==> config.mk <==
export PLATFORM = sky130hd
export DESIGN_NAME = rv_core
export DESIGN_NICKNAME = d
export VERILOG_FILES = /design/src/hdl/rv_pkg.sv /design/src/hdl/exec_ctrl.sv /design/src/hdl/instr_decode.sv /design/src/hdl/pc_unit.sv /design/src/hdl/reg_file.sv /design/src/hdl/rv_core.sv
export VERILOG_INCLUDE_DIRS = /design/src /design/src/hdl
export SDC_FILE = /design/constraint.sdc
export NUM_CORES = 1
export LEC_CHECK = 0
export ABC_AREA = 0
export BUFFER_PORTS_ARGS = -buffer_cell sky130_fd_sc_hd__buf_4
export CAP_MARGIN = 15
export CORE_ASPECT_RATIO = 0.7
export CORE_MARGIN = 2
export CORE_UTILIZATION = 45
export DETAILED_ROUTE_END_ITERATION = 10
export PLACE_DENSITY = 0.68
export SKIP_LAST_GASP = 1
export SYNTH_ARGS = -nofsm -noshare
export SYNTH_HDL_FRONTEND = slang
export SYNTH_SLANG_ARGS = --single-unit
==> constraint.sdc <==
create_clock -name clk -period 5.35 [get_ports clk]
set_input_delay 1.07 -clock clk [delete_from_list [all_inputs] [get_ports clk]]
set_output_delay 1.07 -clock clk [all_outputs]
set_load 0.05 [all_outputs]
==> src/hdl/rv_cfg.svh <==
`ifndef RV_CFG_SVH
`define RV_CFG_SVH

// integer register and bus data width
`define XLEN 64

// first fetch address out of reset
`define RESET_PC 32'h0000_0000

// fixed entry point of the interrupt service routine
`define ISR_ADDR 32'h0000_0100

// memory mapped devices on the data bus
`define KEY_BASE 64'h0000_0000_1000_0000  // keyboard, read by the key load
`define ART_BASE 64'h0000_0000_8000_0000  // display, written by the art store

`endif

==> src/hdl/rv_pkg.sv <==
`include "rv_cfg.svh"

package rv_pkg;

    // decoded operation, one of the five the core knows
    typedef enum logic [2:0] {
        op_nop,
        op_lui,
        op_load_key,   // all ones word
        op_store_art,  // all ones, rd = 11110
        op_mret        // all zero word
    } op_kind_e;

    // execute stage states
    typedef enum logic [1:0] {
        st_run,
        st_bubble,      // ir holds a stale word, drop it
        st_load_wait,   // read data comes back here
        st_store_done
    } exec_state_e;

    // what the pc does at the next edge
    typedef enum logic [1:0] {
        pc_step,     // +4
        pc_hold,
        pc_to_isr,   // jump to service routine, save return address
        pc_to_mepc   // return from service routine
    } pc_cmd_e;

    typedef struct packed {
        op_kind_e              op;
        logic [4:0]            rd;
        logic [`XLEN-1:0]      imm_u;  // already sign extended
    } decoded_t;

    typedef struct packed {
        logic [`XLEN-1:0]      address;
        logic [`XLEN-1:0]      write_data;
        logic                  write_enable;
        logic                  read_enable;
    } bus_req_t;

    typedef struct packed {
        logic                  enable;
        logic [4:0]            index;
        logic [`XLEN-1:0]      data;
    } rf_write_t;

endpackage

==> src/hdl/exec_ctrl.sv <==
`include "rv_cfg.svh"

module exec_ctrl (
    input  logic               clk,
    input  logic               reset,
    input  rv_pkg::decoded_t   dec,
    input  logic [3:0]         irq_request,    // raw interrupt_vector
    input  logic [`XLEN-1:0]   x5_data,
    input  logic [`XLEN-1:0]   bus_read_data,
    output rv_pkg::pc_cmd_e    pc_cmd,
    output rv_pkg::rf_write_t  rf_write,
    output rv_pkg::bus_req_t   bus_req,
    output logic               interrupt_pending,
    output logic               interrupt_ack
);

    localparam logic [4:0] key_reg = 5'd5;  // load target and store source

    rv_pkg::exec_state_e state;
    rv_pkg::exec_state_e state_next;

    logic irq_take;     // interrupt accepted this cycle
    logic issue_read;
    logic issue_write;
    logic do_mret;

    // vector 1 is the only external request and is taken only from st_run
    assign irq_take = (state == rv_pkg::st_run) && (irq_request == 4'd1) &&
                      !interrupt_pending;

    always_comb begin
        state_next  = state;
        pc_cmd      = rv_pkg::pc_step;
        rf_write    = '0;
        issue_read  = 1'b0;
        issue_write = 1'b0;
        do_mret     = 1'b0;
        case (state)
            rv_pkg::st_run: begin
                if (irq_take) begin
                    pc_cmd     = rv_pkg::pc_to_isr;  // word in ir is dropped
                    state_next = rv_pkg::st_bubble;
                end else begin
                    case (dec.op)
                        rv_pkg::op_lui: begin
                            rf_write = '{enable: 1'b1, index: dec.rd, data: dec.imm_u};
                        end
                        rv_pkg::op_load_key: begin
                            pc_cmd     = rv_pkg::pc_hold;
                            issue_read = 1'b1;
                            state_next = rv_pkg::st_load_wait;
                        end
                        rv_pkg::op_store_art: begin
                            pc_cmd      = rv_pkg::pc_hold;
                            issue_write = 1'b1;
                            state_next  = rv_pkg::st_store_done;
                        end
                        rv_pkg::op_mret: begin
                            pc_cmd     = rv_pkg::pc_to_mepc;
                            do_mret    = 1'b1;
                            state_next = rv_pkg::st_bubble;
                        end
                        default: ;  // nop just steps
                    endcase
                end
            end
            rv_pkg::st_load_wait: begin
                pc_cmd     = rv_pkg::pc_hold;  // keep refetching the next word
                rf_write   = '{enable: 1'b1, index: key_reg, data: bus_read_data};
                state_next = rv_pkg::st_bubble;
            end
            rv_pkg::st_store_done: begin
                pc_cmd     = rv_pkg::pc_hold;
                state_next = rv_pkg::st_bubble;
            end
            default: begin
                state_next = rv_pkg::st_run;  // bubble lets pc step on
            end
        endcase
    end

    always_ff @(posedge clk or negedge reset) begin
        if (!reset) begin
            state             <= rv_pkg::st_bubble;  // reset ir is never executed
            interrupt_pending <= 1'b0;
            interrupt_ack     <= 1'b0;
            bus_req           <= '{address: `KEY_BASE, write_data: '0,
                                   write_enable: 1'b0, read_enable: 1'b0};
        end else begin
            state                <= state_next;
            interrupt_ack        <= irq_take;  // single cycle pulse
            bus_req.read_enable  <= issue_read;
            bus_req.write_enable <= issue_write;
            if (irq_take) begin
                interrupt_pending <= 1'b1;
            end else if (do_mret) begin
                interrupt_pending <= 1'b0;
            end
            if (issue_read) begin
                bus_req.address <= `KEY_BASE;
            end
            if (issue_write) begin
                bus_req.address    <= `ART_BASE;
                bus_req.write_data <= x5_data;  // x5 is the only store source
            end
        end
    end

    a_strobe_excl: assert property (@(posedge clk) disable iff (!reset)
        !(bus_req.read_enable && bus_req.write_enable));

    a_ack_pulse: assert property (@(posedge clk) disable iff (!reset)
        interrupt_ack |=> !interrupt_ack);

    // word fetched on the old path after a redirect sits in the bubble unwritten
    a_no_write_in_bubble: assert property (@(posedge clk) disable iff (!reset)
        (pc_cmd == rv_pkg::pc_to_isr || pc_cmd == rv_pkg::pc_to_mepc) |=>
        (state == rv_pkg::st_bubble) && !rf_write.enable);

endmodule

==> src/hdl/instr_decode.sv <==
`include "rv_cfg.svh"

module instr_decode (
    input  logic [31:0]      ir,
    output rv_pkg::decoded_t dec
);

    // fixed encodings of the custom words
    localparam logic [31:0] mret_word  = 32'h0000_0000;
    localparam logic [31:0] store_word = 32'hffff_ff7f;  // rd field 11110
    localparam logic [31:0] load_word  = 32'hffff_ffff;
    localparam logic [6:0]  lui_opcode = 7'b0110111;

    logic [`XLEN-1:0] imm_u;
    logic [4:0]       rd;

    // upper immediate, low 12 bits zero, sign from bit 31
    assign imm_u = {{(`XLEN-32){ir[31]}}, ir[31:12], 12'h000};
    assign rd    = ir[11:7];

    always_comb begin
        dec.rd    = rd;
        dec.imm_u = imm_u;
        // priority order matters only on paper, encodings are disjoint
        if (ir == mret_word) begin
            dec.op = rv_pkg::op_mret;
        end else if (ir == store_word) begin
            dec.op = rv_pkg::op_store_art;
        end else if (ir == load_word) begin
            dec.op = rv_pkg::op_load_key;
        end else if (ir[6:0] == lui_opcode) begin
            dec.op = rv_pkg::op_lui;
        end else begin
            dec.op = rv_pkg::op_nop;  // everything else falls through
        end
    end

endmodule

==> src/hdl/pc_unit.sv <==
`include "rv_cfg.svh"

module pc_unit (
    input  logic            clk,
    input  logic            reset,
    input  rv_pkg::pc_cmd_e pc_cmd,
    output logic [31:0]     pc,
    output logic [31:0]     ir_pc,   // address of the word now in ir
    output logic [31:0]     mepc     // return address of the service routine
);

    logic [31:0] pc_next;

    always_comb begin
        case (pc_cmd)
            rv_pkg::pc_hold:    pc_next = pc;
            rv_pkg::pc_to_isr:  pc_next = `ISR_ADDR;
            rv_pkg::pc_to_mepc: pc_next = mepc;
            default:            pc_next = pc + 32'd4;  // pc_step
        endcase
    end

    always_ff @(posedge clk or negedge reset) begin
        if (!reset) begin
            pc <= `RESET_PC;
        end else begin
            pc <= pc_next;
        end
    end

    // ir_pc trails pc by one cycle, same as ir trails instruction
    always_ff @(posedge clk) begin
        ir_pc <= pc;
        if (pc_cmd == rv_pkg::pc_to_isr) begin
            mepc <= ir_pc;  // the dropped word gets re-executed after mret
        end
    end

    a_pc_aligned: assert property (@(posedge clk) disable iff (!reset)
        pc[1:0] == 2'b00);

endmodule

==> src/hdl/reg_file.sv <==
`include "rv_cfg.svh"

module reg_file (
    input  logic              clk,
    input  rv_pkg::rf_write_t rf_write,
    output logic [`XLEN-1:0]  x5_data
);

    localparam logic [4:0] x5_index = 5'd5;

    // x1..x31 only, x0 has no storage and reads as zero
    logic [`XLEN-1:0] regs [1:31];

    always_ff @(posedge clk) begin
        if (rf_write.enable && (rf_write.index != 5'd0)) begin
            regs[rf_write.index] <= rf_write.data;  // writes to x0 dropped
        end
    end

    // store source, no read latency
    assign x5_data = regs[x5_index];

endmodule

==> src/hdl/rv_core.sv <==
`include "rv_cfg.svh"

module rv_core (
    input  logic               clk,
    input  logic               reset,
    input  logic [31:0]        instruction,
    output logic [31:0]        pc,
    output logic               heartbeat,
    input  logic [3:0]         interrupt_vector,
    output logic               interrupt_pending,
    output logic               interrupt_ack,
    output logic [`XLEN-1:0]   bus_address,
    output logic [`XLEN-1:0]   bus_write_data,
    output logic               bus_write_enable,
    output logic               bus_read_enable,
    input  logic [`XLEN-1:0]   bus_read_data
);

    logic [31:0]        ir;        // fetch stage, one word deep
    rv_pkg::decoded_t   dec;
    rv_pkg::pc_cmd_e    pc_cmd;
    rv_pkg::rf_write_t  rf_write;
    rv_pkg::bus_req_t   bus_req;
    logic [`XLEN-1:0]   x5_data;

    // ir loads every edge, the execute FSM decides what to drop
    always_ff @(posedge clk or negedge reset) begin
        if (!reset) begin
            ir        <= 32'h0000_0013;  // plain nop
            heartbeat <= 1'b0;
        end else begin
            ir        <= instruction;
            heartbeat <= ~heartbeat;      // alive indicator
        end
    end

    instr_decode u_decode (
        .ir  (ir),
        .dec (dec)
    );

    exec_ctrl u_exec (
        .clk               (clk),
        .reset             (reset),
        .dec               (dec),
        .irq_request       (interrupt_vector),
        .x5_data           (x5_data),
        .bus_read_data     (bus_read_data),
        .pc_cmd            (pc_cmd),
        .rf_write          (rf_write),
        .bus_req           (bus_req),
        .interrupt_pending (interrupt_pending),
        .interrupt_ack     (interrupt_ack)
    );

    // ir_pc and mepc only feed the pc mux inside pc_unit
    pc_unit u_pc (
        .clk    (clk),
        .reset  (reset),
        .pc_cmd (pc_cmd),
        .pc     (pc),
        .ir_pc  (),
        .mepc   ()
    );

    reg_file u_regs (
        .clk      (clk),
        .rf_write (rf_write),
        .x5_data  (x5_data)
    );

    // bus request straight from the exec registers
    assign bus_address      = bus_req.address;
    assign bus_write_data   = bus_req.write_data;
    assign bus_write_enable = bus_req.write_enable;
    assign bus_read_enable  = bus_req.read_enable;

endmodule

==> metrics.md <==
| Metric | Value |
|---|---|
| Die width | 185 um |
| R2R Setup Slk | 1.75 ns |
| Initial antenna violation count | 0 |
| Flop pwr share | 49.2% |
| Antenna-violating nets left | 0 |
| Row Count | 46 |
| Fin cells | 1277 |
| Type of the worst setup path | reg2reg |
| Delay of the slowest critical-path stage | 0.84 ns |
| GRT overflow | 0 |
| F_max | 278 MHz |
| Worst skew pair latency | 0.53 ns |
| Pre-CTS WS | 1.20 ns |
| Clock buffer depth | 3 |
| Critical Path Slowest Stage Cell | o221a_4 |
| Max Cap Violations | 0 |
| HP Start | u_pc.ir_pc[10]$_DFF_P_ |
| Clock Skews | 0.0172 ns |
| CP max FO | 64 |
| Setup violations, final | 0 |
| Routed wire per std cell | 18.7 um |
| Final Hold Viols | 0 |
| Core outline area | 0.0226 mm2 |
| Crit path DAT | 3.74 ns |
| Status | complete, no violations |
| First-pass GRT wire length | 36000 um |
| Core Util, Final | 56.4% |
| Die ar. | 0.0242 mm2 |
| Area added between synthesis and finish | 23.5% |
| Top cells by area, synth | dfrtp_1 32%, edfxtp_1 28%, mux2_2 6.3%, dfxtp_1 6.2%, buf_4 4.7% |
| Post-route DRC | 0 |
| CTS Buf Count | 26 |
| Root buf cell | clkbuf_16 |
| Net Sw Power | 1.23 mW |
| Post-synthesis cell count | 741 |
| Leakage | 5.81 nW |
| CP Capture Type | flop |
| Setup Buffers After CTS | 0 |
| CP startpoint kind | flop |
| GRT Util Overall | 19.6% |
| CTS Sinks | 265 |
| Largest net degree at the start of global routing | 108 |
| Slew @ Worst Pin | 1.07 ns |
| CTS clk-pin slew, worst paths | 0.07 ns |
| Fin crit period | 3.60 ns |
| N_diodes | 0 |
| Combinational power share | 12.4% |
| Netlist cell types | 56 |
| Share of layout cells above drive strength 1 | 33.9% |
| Worst EP required | 5.49 ns |
| Yosys Warn Count | 0 |
| Worst hold path stage count | 0 |
| Hold buffers post-CTS | 0 |
| Synthesized area per cell | 13.9 um2 |
| Final Instance Area | 0.0128 mm2 |
| Final TNS setup | 0 ns |
| Crit-path cells | nor4_1 > nand4_1 > nor3_2 > and4b_1 > inv_1 > o221a_4 |
| Worst slew margin | 28.9% |
| Clk pwr share | 38.4% |
| Register area share after synthesis | 67.4% |
| Vias in the first global route | 6266 |
| CTS resizes | 0 |
| Cell Area, Synth | 0.0103 mm2 |
| Hold Path Sink | u_pc.mepc[10]$_DFFE_PP_ |
| Hold Path Class | reg2reg |
| Top_reg_cell synth | dfrtp_1 |
| Post-synth EDFFs | 96 |
| RSZ-0062 raised after global routing | false |
| Drt initial violations | 420 |
| Port Buf Inserts | 204 |
| Max Slew Vio Count | 0 |
| Die Y | 131 um |
| Routed Wire Length | 23900 um |
| Top Ports | 267 |
| 1st-pass router iterations | 5 |
| Ys async rst share | 51.7% |
| Placed Cells | 1229 |
| Placed instance area | 0.0119 mm2 |
| Initial Utilization | 45.7% |
| Crit path max-delay family | simple AND/OR/NAND/NOR gates |
| Detail Placement HPWL | 16000 um |
| Min setup slack post-route | 1.75 ns |
| Pint | 3.39 mW |
| Buf+Inv Stages, Crit Path | 1 |
| Fin nets | 1048 |
| Vias per cell | 5.09 |
| Switch share | 26.6% |
| H-tree depth | 1 |
| Via count | 6503 |
| Synth top area share | 32.0% |
| Largest area contributor in the netlist | dfrtp_1 |
| End of the worst register-to-register path | u_regs.regs[5][36]$_DFFE_PP_ |
| Crit Reg-Reg Startpoint | ir[14]$_DFF_PN0_ |
| #FFs+latches synth | 265 |
| CTS tree | yes |
| Worst Reg-to-Reg Cells | 6 |
| Power Density | 362 mW/mm2 |
| Maximum vdd drop | 0.270 mV |
| Placer Congestion | 0.800 |
| Final Cycle Share | 67.4% |
routing by layer:
metal	up-vias	global-route usage [%]	wire length, um
met4	0	6.40	739
met1	3188	29.7	11400
met3	50	3.66	1650
met5	-	0	0
met2	278	28.6	10100
li1	2987	-	-
power by group through the flow:
stage                     sequential [mW]  clock (mW)  combinational (mW)
after CTS                            2.27        1.81               0.570
after global routing                 2.28        1.89               0.615
after detailed placement             2.31           0               0.569
after global placement               2.30           0               0.561
after floorplan                      2.39           0               0.298
final                                2.27        1.77               0.572
registers in the layout, indices dropped and copies added (netlist names):
register	flops
u_exec.interrupt_pending	1
u_regs.regs	64
heartbeat	1
u_pc.pc	32
u_pc.ir_pc	32
u_exec.state	2
u_pc.mepc	32
ir	32
u_exec.interrupt_ack	1
u_exec.bus_req	68
worst max-delay path by stage:
stage / cells past startpoint / from / to / slack (ns)
final: 6 / ir[14]$_DFF_PN0_ / u_regs.regs[5][36]$_DFFE_PP_ / 1.75
after detailed placement: 7 / interrupt_vector[3] / u_regs.regs[5][51]$_DFFE_PP_ / 1.20
after CTS: 6 / ir[14]$_DFF_PN0_ / u_regs.regs[5][50]$_DFFE_PP_ / 1.75
after global routing: 6 / ir[14]$_DFF_PN0_ / u_regs.regs[5][50]$_DFFE_PP_ / 1.45
after floorplan: 3 / interrupt_vector[3] / u_pc.mepc[0]$_DFFE_PP_ / 0.79
after global placement: 7 / interrupt_vector[3] / u_regs.regs[5][34]$_DFFE_PP_ / 1.28
cells in the final DEF, fill, tap and decap left out, types with 2 or more instances in the layout:
master | Yosys | final
nor2_1 | 23 | 22
o21ai_0 | 19 | 19
buf_4 | 64 | 211
nor2b_1 | 3 | 2
dfxtp_1 | 32 | 32
nor4_1 | 14 | 14
nand2_1 | 35 | 35
clkbuf_1 | 20 | 6
dfstp_2 | 5 | 5
or2_2 | 3 | 3
inv_1 | 8 | 8
and2_1 | 15 | 15
nand3_1 | 27 | 27
clkbuf_16 | 0 | 28
clkinv_2 | 0 | 6
a32oi_1 | 8 | 8
nor3b_2 | 1 | 2
mux2_2 | 58 | 58
conb_1 | 1 | 62
xnor2_1 | 16 | 16
mux2_1 | 6 | 6
nor4_2 | 2 | 2
nor3_1 | 20 | 20
a21o_1 | 36 | 36
and3_1 | 2 | 2
a22o_1 | 22 | 22
clkinv_1 | 0 | 5
o211ai_1 | 9 | 9
or4_1 | 3 | 3
clkbuf_8 | 0 | 2
nand4_1 | 24 | 24
edfxtp_1 | 96 | 96
dfrtp_1 | 132 | 132
kinds of logic after synthesis:
group | Yosys count | share of synthesized area, %
flops | 265 | 67.4
simple gates | 183 | 9.73
buf+inv | 106 | 6.70
compound gates | 103 | 7.53
mux | 65 | 7.07
xor+xnor | 17 | 1.44
fa+ha+maj | 1 | 0.121
other cells | 1 | 0.0363
area by class of cell:
| type | instances | area, um2 |
|---|---|---|
| inverters | 8 | 30.0 |
| multi-input cells | 431 | 2940 |
| repair buffers | 213 | 1620 |
| flip-flops and latches | 265 | 6960 |
| clock inverters | 12 | 78.8 |
| fillers | 1876 | 9860 |
| well taps | 312 | 390 |
| clock buffers | 36 | 751 |
through the flow:
stage	total power, mW	hold WS, ns
floorplan	2.69	0.386
global placement	2.86	0.386
detailed placement	2.88	0.389
CTS	4.65	0.403
global route	4.78	0.406
finish	4.61	0.403
synth_stat cells (5+ instances only):
library cell	count
dfrtp_1	132
edfxtp_1	96
buf_4	64
mux2_2	58
a21o_1	36
nand2_1	35
dfxtp_1	32
nand3_1	27
nand4_1	24
nor2_1	23
a22o_1	22
clkbuf_1	20
nor3_1	20
o21ai_0	19
xnor2_1	16
and2_1	15
nor4_1	14
o211ai_1	9
a32oi_1	8
inv_1	8
buf_2	6
buf_6	6
mux2_1	6
dfstp_2	5
Note: power is estimated with default switching activity, not from simulation.
